==> src/hdl/front_params.svh <==
`ifndef FRONT_PARAMS_SVH
`define FRONT_PARAMS_SVH

// Hardware warp contexts in the front end
`define NUM_WARPS 8

// Fetched instructions buffered between scheduler and decoder
`define FQ_DEPTH 4

// PC held by a warp that is not running
`define PC_RESET 32'h0000_0000

`endif

==> src/hdl/isa_pkg.sv <==
package isa_pkg;

	// Word layout
	//   31:28 opcode
	//   27:23 dst
	//   22:18 src1
	//   17:13 src2
	//   15:0  immediate, overlaps src2
	typedef logic [31:0] inst_t;

	typedef logic [4:0] reg_idx_t;

	typedef logic [15:0] imm_t;

	// Codes not listed decode as a no-op
	typedef enum logic [3:0] {
		OP_ADD  = 4'd0,
		OP_SUB  = 4'd1,
		OP_ADDI = 4'd2,
		OP_LD   = 4'd3,
		OP_ST   = 4'd4,
		OP_JMP  = 4'd5,
		OP_BEQ  = 4'd6,
		OP_BLT  = 4'd7,
		OP_EXIT = 4'd15
	} opcode_t;

endpackage

==> src/hdl/warp_pkg.sv <==
`include "front_params.svh"

package warp_pkg;

	// Index of one hardware warp
	typedef logic [$clog2(`NUM_WARPS)-1:0] warp_id_t;

	// One bit per warp
	typedef logic [`NUM_WARPS-1:0] warp_mask_t;

	// Byte address, low two bits always zero
	typedef logic [31:0] pc_t;

	// Per-warp scheduling state
	typedef enum logic [1:0] {
		IDLE,      // not started or exited
		READY,     // waiting for a fetch slot
		IN_FLIGHT  // one instruction somewhere between fetch and decode
	} sched_state_t;

endpackage

==> src/hdl/fetch_if.sv <==
`timescale 1ns/1ns

// One fetched instruction tagged with its warp and PC
interface fetch_if;
	logic valid;
	logic ready;
	warp_pkg::warp_id_t warp;
	warp_pkg::pc_t pc;
	isa_pkg::inst_t inst;

	modport src (output valid, output warp, output pc, output inst, input ready);
	modport dst (input valid, input warp, input pc, input inst, output ready);
endinterface

// Decoder tells the scheduler where a warp goes next
interface pc_update_if;
	logic valid;  // single-cycle pulse, always taken
	warp_pkg::warp_id_t warp;
	warp_pkg::pc_t next_pc;
	logic keep_active;  // low on EXIT

	modport src (output valid, output warp, output next_pc, output keep_active);
	modport dst (input valid, input warp, input next_pc, input keep_active);
endinterface

==> src/hdl/fetch_decode.sv <==
`timescale 1ns/1ns

module fetch_decode (
	input  logic clk,
	input  logic rst,
	input  logic warp_start,
	input  warp_pkg::warp_id_t start_warp,
	input  warp_pkg::pc_t start_pc,
	output warp_pkg::pc_t imem_addr,
	input  isa_pkg::inst_t imem_data,
	output logic dec_valid,
	input  logic dec_ready,
	output warp_pkg::warp_id_t dec_warp,
	output warp_pkg::pc_t dec_pc,
	output isa_pkg::opcode_t dec_opcode,
	output isa_pkg::reg_idx_t dec_dst,
	output isa_pkg::reg_idx_t dec_src1,
	output isa_pkg::reg_idx_t dec_src2,
	output isa_pkg::imm_t dec_imm,
	output logic dec_reg_write,
	output logic dec_mem_read,
	output logic dec_mem_write,
	output logic dec_src1_valid,
	output logic dec_src2_valid,
	output logic dec_imm_valid,
	output logic dec_jmp,
	output logic dec_beq,
	output logic dec_blt,
	output logic dec_exit
);

	fetch_if fetch_q();     // scheduler to queue
	fetch_if q_dec();       // queue to decoder
	pc_update_if pc_upd();  // decoder back to scheduler

	warp_fetch i_warp_fetch (
		.clk(clk),
		.rst(rst),
		.warp_start(warp_start),
		.start_warp(start_warp),
		.start_pc(start_pc),
		.imem_addr(imem_addr),
		.imem_data(imem_data),
		.fetch(fetch_q),
		.upd(pc_upd)
	);

	fetch_queue i_fetch_queue (
		.clk(clk),
		.rst(rst),
		.in(fetch_q),
		.out(q_dec)
	);

	inst_decode i_inst_decode (
		.clk(clk),
		.rst(rst),
		.in(q_dec),
		.upd(pc_upd),
		.dec_valid(dec_valid),
		.dec_ready(dec_ready),
		.dec_warp(dec_warp),
		.dec_pc(dec_pc),
		.dec_opcode(dec_opcode),
		.dec_dst(dec_dst),
		.dec_src1(dec_src1),
		.dec_src2(dec_src2),
		.dec_imm(dec_imm),
		.dec_reg_write(dec_reg_write),
		.dec_mem_read(dec_mem_read),
		.dec_mem_write(dec_mem_write),
		.dec_src1_valid(dec_src1_valid),
		.dec_src2_valid(dec_src2_valid),
		.dec_imm_valid(dec_imm_valid),
		.dec_jmp(dec_jmp),
		.dec_beq(dec_beq),
		.dec_blt(dec_blt),
		.dec_exit(dec_exit)
	);

endmodule

==> src/hdl/fetch_queue.sv <==
`timescale 1ns/1ns

`include "front_params.svh"

module fetch_queue (
	input  logic clk,
	input  logic rst,
	fetch_if.dst in,
	fetch_if.src out
);

	localparam int DEPTH = `FQ_DEPTH;
	localparam int PTR_W = (DEPTH > 1) ? $clog2(DEPTH) : 1;

	warp_pkg::warp_id_t mem_warp [DEPTH];
	warp_pkg::pc_t mem_pc [DEPTH];
	isa_pkg::inst_t mem_inst [DEPTH];

	logic [PTR_W-1:0] wr_ptr;
	logic [PTR_W-1:0] rd_ptr;
	logic [PTR_W:0] count;
	logic push;
	logic pop;

	assign in.ready = (count != (PTR_W+1)'(DEPTH));
	assign out.valid = (count != '0);
	assign push = in.valid && in.ready;
	assign pop = out.valid && out.ready;

	assign out.warp = mem_warp[rd_ptr];
	assign out.pc = mem_pc[rd_ptr];
	assign out.inst = mem_inst[rd_ptr];

	always_ff @(posedge clk) begin
		if (rst) begin
			wr_ptr <= '0;
			rd_ptr <= '0;
			count <= '0;
		end else begin
			if (push)
				wr_ptr <= (wr_ptr == PTR_W'(DEPTH-1)) ? '0 : wr_ptr + 1'b1;
			if (pop)
				rd_ptr <= (rd_ptr == PTR_W'(DEPTH-1)) ? '0 : rd_ptr + 1'b1;
			if (push && !pop)
				count <= count + 1'b1;
			else if (pop && !push)
				count <= count - 1'b1;
		end
	end

	always_ff @(posedge clk) begin
		if (push) begin
			mem_warp[wr_ptr] <= in.warp;
			mem_pc[wr_ptr] <= in.pc;
			mem_inst[wr_ptr] <= in.inst;
		end
	end

	assert property (@(posedge clk) disable iff (rst) count <= (PTR_W+1)'(DEPTH))
		else $error("fetch queue count %0d over depth", count);

endmodule

==> src/hdl/inst_decode.sv <==
`timescale 1ns/1ns

module inst_decode (
	input  logic clk,
	input  logic rst,
	fetch_if.dst in,
	pc_update_if.src upd,
	output logic dec_valid,
	input  logic dec_ready,
	output warp_pkg::warp_id_t dec_warp,
	output warp_pkg::pc_t dec_pc,
	output isa_pkg::opcode_t dec_opcode,
	output isa_pkg::reg_idx_t dec_dst,
	output isa_pkg::reg_idx_t dec_src1,
	output isa_pkg::reg_idx_t dec_src2,
	output isa_pkg::imm_t dec_imm,
	output logic dec_reg_write,
	output logic dec_mem_read,
	output logic dec_mem_write,
	output logic dec_src1_valid,
	output logic dec_src2_valid,
	output logic dec_imm_valid,
	output logic dec_jmp,
	output logic dec_beq,
	output logic dec_blt,
	output logic dec_exit
);

	isa_pkg::opcode_t op;
	logic reg_write, mem_read, mem_write;
	logic src1_v, src2_v, imm_v;
	logic jmp, beq, blt, ex;
	logic take;
	logic retire;
	warp_pkg::pc_t next_pc;

	assign in.ready = !dec_valid || dec_ready;
	assign take = in.valid && in.ready;
	assign retire = dec_valid && dec_ready;

	always_comb begin
		op = isa_pkg::opcode_t'(in.inst[31:28]);
		reg_write = 1'b0;
		mem_read = 1'b0;
		mem_write = 1'b0;
		src1_v = 1'b0;
		src2_v = 1'b0;
		imm_v = 1'b0;
		jmp = 1'b0;
		beq = 1'b0;
		blt = 1'b0;
		ex = 1'b0;
		case (op)
			isa_pkg::OP_ADD, isa_pkg::OP_SUB: begin
				reg_write = 1'b1;
				src1_v = 1'b1;
				src2_v = 1'b1;
			end
			isa_pkg::OP_ADDI, isa_pkg::OP_LD: begin
				reg_write = 1'b1;
				src1_v = 1'b1;
				imm_v = 1'b1;
				mem_read = (op == isa_pkg::OP_LD);
			end
			isa_pkg::OP_ST: begin
				mem_write = 1'b1;
				src1_v = 1'b1;
				src2_v = 1'b1;
				imm_v = 1'b1;
			end
			isa_pkg::OP_JMP: jmp = 1'b1;
			isa_pkg::OP_BEQ, isa_pkg::OP_BLT: begin  // flagged only, falls through
				beq = (op == isa_pkg::OP_BEQ);
				blt = (op == isa_pkg::OP_BLT);
				src1_v = 1'b1;
				src2_v = 1'b1;
				imm_v = 1'b1;
			end
			isa_pkg::OP_EXIT: ex = 1'b1;
			default: ;  // no-op
		endcase
	end

	always_ff @(posedge clk) begin
		if (rst)
			dec_valid <= 1'b0;
		else if (take)
			dec_valid <= 1'b1;
		else if (dec_ready)
			dec_valid <= 1'b0;
	end

	always_ff @(posedge clk) begin
		if (take) begin
			dec_warp <= in.warp;
			dec_pc <= in.pc;
			dec_opcode <= op;
			dec_dst <= in.inst[27:23];
			dec_src1 <= in.inst[22:18];
			dec_src2 <= in.inst[17:13];
			dec_imm <= in.inst[15:0];
			dec_reg_write <= reg_write;
			dec_mem_read <= mem_read;
			dec_mem_write <= mem_write;
			dec_src1_valid <= src1_v;
			dec_src2_valid <= src2_v;
			dec_imm_valid <= imm_v;
			dec_jmp <= jmp;
			dec_beq <= beq;
			dec_blt <= blt;
			dec_exit <= ex;
		end
	end

	// Word-index jump target
	assign next_pc = dec_jmp ? warp_pkg::pc_t'({dec_imm, 2'b00}) : dec_pc + 32'd4;

	always_ff @(posedge clk) begin
		if (rst)
			upd.valid <= 1'b0;
		else
			upd.valid <= retire;
	end

	always_ff @(posedge clk) begin
		if (retire) begin
			upd.warp <= dec_warp;
			upd.next_pc <= next_pc;
			upd.keep_active <= !dec_exit;
		end
	end

	// Held instruction must not change under back-pressure
	assert property (@(posedge clk) disable iff (rst)
		dec_valid && !dec_ready |=> dec_valid && $stable({dec_warp, dec_pc, dec_opcode,
			dec_dst, dec_src1, dec_src2, dec_imm, dec_reg_write, dec_mem_read,
			dec_mem_write, dec_src1_valid, dec_src2_valid, dec_imm_valid,
			dec_jmp, dec_beq, dec_blt, dec_exit}))
		else $error("decoded output changed while stalled");

endmodule

==> src/hdl/warp_fetch.sv <==
`timescale 1ns/1ns

`include "front_params.svh"

module warp_fetch (
	input  logic clk,
	input  logic rst,
	input  logic warp_start,
	input  warp_pkg::warp_id_t start_warp,
	input  warp_pkg::pc_t start_pc,
	output warp_pkg::pc_t imem_addr,
	input  isa_pkg::inst_t imem_data,
	fetch_if.src fetch,
	pc_update_if.dst upd
);

	warp_pkg::sched_state_t state [`NUM_WARPS];
	warp_pkg::pc_t pc_tab [`NUM_WARPS];

	warp_pkg::warp_mask_t ready_mask;
	warp_pkg::warp_id_t last_grant;  // search starts just after this one
	warp_pkg::warp_id_t cand;
	warp_pkg::warp_id_t grant_id;
	logic grant_valid;
	logic issue;

	always_comb begin
		for (int i = 0; i < `NUM_WARPS; i++) begin
			ready_mask[i] = (state[i] == warp_pkg::READY);
		end
	end

	// Rotating priority with the last grant itself tried last
	always_comb begin
		grant_valid = 1'b0;
		grant_id = last_grant;
		cand = last_grant;
		for (int i = 1; i <= `NUM_WARPS; i++) begin
			cand = last_grant + warp_pkg::warp_id_t'(i);
			if (!grant_valid && ready_mask[cand]) begin
				grant_valid = 1'b1;
				grant_id = cand;
			end
		end
	end

	// Output slot free or draining this cycle
	assign issue = grant_valid && (!fetch.valid || fetch.ready);

	assign imem_addr = pc_tab[grant_id];

	always_ff @(posedge clk) begin
		if (rst) begin
			for (int i = 0; i < `NUM_WARPS; i++) begin
				state[i] <= warp_pkg::IDLE;
				pc_tab[i] <= `PC_RESET;
			end
			last_grant <= '0;
			fetch.valid <= 1'b0;
		end else begin
			if (issue) begin
				state[grant_id] <= warp_pkg::IN_FLIGHT;
				last_grant <= grant_id;
				fetch.valid <= 1'b1;
			end else if (fetch.ready) begin
				fetch.valid <= 1'b0;
			end

			// Returning warp is IN_FLIGHT, so never the one granted above
			if (upd.valid) begin
				state[upd.warp] <= upd.keep_active ? warp_pkg::READY : warp_pkg::IDLE;
				pc_tab[upd.warp] <= upd.keep_active ? upd.next_pc : `PC_RESET;
			end

			if (warp_start && state[start_warp] == warp_pkg::IDLE) begin
				state[start_warp] <= warp_pkg::READY;
				pc_tab[start_warp] <= start_pc;
			end
		end
	end

	always_ff @(posedge clk) begin
		if (issue) begin
			fetch.warp <= grant_id;
			fetch.pc <= pc_tab[grant_id];
			fetch.inst <= imem_data;
		end
	end

	// Launching a running warp is a host error and gets dropped
	assert property (@(posedge clk) disable iff (rst)
		warp_start |-> state[start_warp] == warp_pkg::IDLE)
		else $error("warp_start for busy warp %0d", start_warp);

	// Granted warp is READY with nothing left in the slot or coming back
	assert property (@(posedge clk) disable iff (rst)
		issue |-> state[grant_id] == warp_pkg::READY
			&& !(fetch.valid && fetch.warp == grant_id)
			&& !(upd.valid && upd.warp == grant_id))
		else $error("grant to warp %0d that was not READY", grant_id);

endmodule

==> config.mk <==
export PLATFORM = sky130hd
export DESIGN_NAME = fetch_decode
export DESIGN_NICKNAME = d
export VERILOG_FILES = /design/src/hdl/isa_pkg.sv /design/src/hdl/warp_pkg.sv /design/src/hdl/fetch_if.sv /design/src/hdl/fetch_decode.sv /design/src/hdl/fetch_queue.sv /design/src/hdl/inst_decode.sv /design/src/hdl/warp_fetch.sv
export VERILOG_INCLUDE_DIRS = /design/src /design/src/hdl
export SDC_FILE = /design/constraint.sdc
export NUM_CORES = 1
export LEC_CHECK = 0
export ABC_AREA = 1
export CAP_MARGIN = 20
export CORE_MARGIN = 3
export CORE_UTILIZATION = 45
export DETAILED_ROUTE_END_ITERATION = 8
export DONT_BUFFER_PORTS = 1
export PLACE_DENSITY = 0.59
export REMOVE_ABC_BUFFERS = 1
export SKIP_CTS_REPAIR_TIMING = 1
export SLEW_MARGIN = 10
export SYNTH_ARGS = -nofsm -noshare
export SYNTH_HDL_FRONTEND = slang
export SYNTH_SLANG_ARGS = --single-unit
==> constraint.sdc <==
create_clock -name clk -period 7.6 [get_ports clk]
set_clock_uncertainty 0.15 [all_clocks]
set_input_delay 0.76 -clock clk [delete_from_list [all_inputs] [get_ports clk]]
set_output_delay 0.76 -clock clk [all_outputs]
set_load 0.02 [all_outputs]
==> flow_summary.yaml <==
status:
  status: "finished, final reports clean"
synthesis:
  ys_seq_area_share_pct: 66.7
  postSynthAreaPerCell_sq_um: 10.4
  synth-main-ff-cell: "edfxtp_1"
  ys_async_sr_fraction_pct: 0
  syn_inst: 3125
  ys_ff_latch: 735
  synth_area_leader_cell: "edfxtp_1"
  yosys_warnings: 0
  synth_top_cell_area_share_pct: 64.8
  synth-edff-count: 704
  netlist_top_cells_area: "edfxtp_1 (65%), nand2_1 (8.5%), nand3_1 (7.2%), o21ai_0 (6.4%), nor2_1 (2.4%)"
  ys_types: 44
  synth_area_sq_um: 32600
timing:
  period_needed_ps: 6430
  tns_ps: 0
  drv_slew: 0
  relSlewSlack_pct: 25.2
  worstMarginPinSlew_ps: 1120
  fmax_mhz: 156
  rsz0062_at_grt: "no"
  setup_violations: 0
  final_hold_viol_count: 0
  timing.final.crit_share_pct: 84.6
cells_and_area:
  layout.nets: 3132
  instances_no_fill: 4070
  drive_gt1_share_pct: 6.78
  area_delta_synth_final_pct: 10.3
setup_path:
  crit_path_max_fanout: 131
  startpoint_type: "register"
  cp.required_ps: 6690
  cp.arrival_ps: 5520
  rr_worst_depth: 18
  cp-end-kind: "primary output"
  timing_worst_setup_path_type: "reg2out"
detailed_routing:
  totalWireLength_um: 95000
  drc_errors: 0
  avgRoutedWirePerCell_um: 23.3
  num_vias: 23800
  drtPass1Iterations: 6
  ant_nets: 0
  post_drt_via_cell_ratio: 5.84
  drtIter0Drc: 2466
clock_tree:
  path_clk_slew_ps: 60
  htreeDepth: 3
  clk_latency_ps: 630
  clk_path_buf_depth: 3
  cts_root_buf: "clkbuf_16"
  cts_made_buffers: 79
  cts_tree: "done"
  clock_sinks: 735
grt:
  grt_pass1_wl_um: 141000
  antenna_found_initial: 11
  grt_overflow: 0
  track_usage_pct: 24.7
  grt_max_degree: 132
  grt_pass1_vias: 22700
floorplan:
  rows: 98
  die-area_sq_um: 75700
  core_sq_um: 71600
  io_pins: 184
  die_w_um: 275
  start_util_pct: 45.5
  die_h_um: 275
worst_hold_path:
  hold_path_depth: 1
  min_path_type: "in2reg"
placed_design:
  place_congestion: 0.854
  portBuffers: 0
  placed_cells: 3920
  place_hpwl_um: 54400
flow_run:
  drv_cap: 0
-- registers in the layout, summed over array words and instances, names as in the netlist, 4 cells and up, named ones only --
register / flops
i_warp_fetch.fetch.pc: 32
i_inst_decode.dec_opcode: 4
i_warp_fetch.pc_tab: 256
i_fetch_queue.mem_warp: 12
i_inst_decode.dec_src1: 5
i_warp_fetch.fetch.inst: 32
i_fetch_queue.mem_pc: 128
i_inst_decode.dec_dst: 5
i_inst_decode.dec_pc: 32
i_fetch_queue.mem_inst: 128
i_warp_fetch.state: 16
i_inst_decode.dec_imm: 15
i_inst_decode.upd.next_pc: 32
-- final cells by class --
cell class | instances | area (sq um)
fill | 6338 | 35600
multi-input combinational | 2009 | 9430
clock inverter | 41 | 442
tap | 950 | 1190
clock buffer | 102 | 2110
timing repair buffer | 48 | 360
inverter | 178 | 669
sequential | 735 | 21800
antenna | 7 | 17.5
-- worst max-delay path, cell delays in order (launching register included) --
cell	delay [ps]
dfxtp_1	710
inv_2	230
ha_1	440
inv_1	190
nand3_1	120
nand3_1	160
nand2_2	110
nor2_4	150
nand4_1	250
clkinv_1	110
nand2_1	60
nand2_1	190
nand2_8	350
nand2_8	840
nand2_1	110
nand2_1	90
nand2_1	50
nand2_1	110
nand2_1	60
nand2_1	330
-- cells in the final DEF (no fill, tap or decap), types with 4 or more instances in the layout --
master | Yosys | final
diode_2 | 0 | 7
dfxtp_1 | 31 | 29
clkinvlp_4 | 0 | 4
nor2_2 | 0 | 7
nor4_1 | 4 | 4
clkinv_2 | 0 | 14
nand4_1 | 11 | 11
edfxtp_1 | 704 | 704
nor2_4 | 3 | 8
buf_4 | 9 | 48
nand3_1 | 470 | 466
inv_2 | 10 | 11
a31oi_1 | 4 | 4
ha_1 | 9 | 9
o31ai_1 | 4 | 4
o21ai_0 | 415 | 415
bufinv_16 | 0 | 7
nor2_1 | 205 | 193
a21oi_1 | 22 | 21
inv_1 | 164 | 163
o22ai_1 | 66 | 66
nand2_2 | 2 | 5
a32oi_1 | 4 | 4
clkinv_1 | 4 | 13
clkbuf_16 | 0 | 81
clkbuf_1 | 114 | 21
xor2_1 | 7 | 7
nand2_1 | 740 | 732
nor3_1 | 17 | 17
-- stage by stage --
step / hold WS, ps / setup WS, ps / utilization (%) / instance area [sq um]
2_1_floorplan: 297 / 264 / - / 31700
3_3_place_gp: 314 / 2110 / 46.7 / 33400
3_5_place_dp: 331 / 1940 / 46.7 / 33400
4_1_cts: 23.8 / 1250 / 50.2 / 36000
5_1_grt: 37.4 / 725 / 50.2 / 36000
6_report: 53.1 / 1170 / 50.2 / 36000
-- layer usage --
metal / wire length (um) / part of all wire [%] / global-route usage, % / vias up
li1: - / - / - / 10800
met1: 38000 / 40 / 31.9 / 11700
met2: 45500 / 48 / 40.6 / 1069
met3: 8640 / 9.1 / 6.45 / 196
met4: 2750 / 2.9 / 8.52 / 8
met5: 59 / 0.062 / 0 / -
-- final timing paths --
kind	from	end	slack [ps]
setup / recovery	i_warp_fetch.last_grant[0]	imem_addr[11]	1170
hold / removal	rst	i_inst_decode.upd.valid	50
setup reg to reg	i_warp_fetch.last_grant[0]	i_warp_fetch.fetch.pc[11]	2240
hold reg to reg	i_warp_fetch.state[2][1]	i_warp_fetch.state[2][1]	340
-- cell families (layout without fill, tap and decap cells) --
kind of cell | after synthesis | after routing | synth area share (%)
simple gates | 1459 | 1459 | 19.0
compound gates | 527 | 527 | 8.52
fa+ha+maj | 10 | 10 | 0.407
flops | 735 | 735 | 66.7
buf+inv | 381 | 369 | 4.91
other cells | 0 | 7 | 0
xor+xnor | 13 | 13 | 0.453
-- Yosys cell counts, types with 4 or more instances --
cell type / number
nand2_1: 740
edfxtp_1: 704
nand3_1: 470
o21ai_0: 415
nor2_1: 205
inv_1: 164
clkbuf_1: 114
o22ai_1: 66
buf_2: 44
dfxtp_1: 31
buf_1: 25
a21oi_1: 22
nor3_1: 17
buf_6: 11
nand4_1: 11
inv_2: 10
buf_4: 9
ha_1: 9
xor2_1: 7
a31oi_1: 4
a32oi_1: 4
clkinv_1: 4
nor4_1: 4
o31ai_1: 4
Power is not shown: default switching activity piles up to over one toggle a cycle in this logic, so the estimate is an artifact.
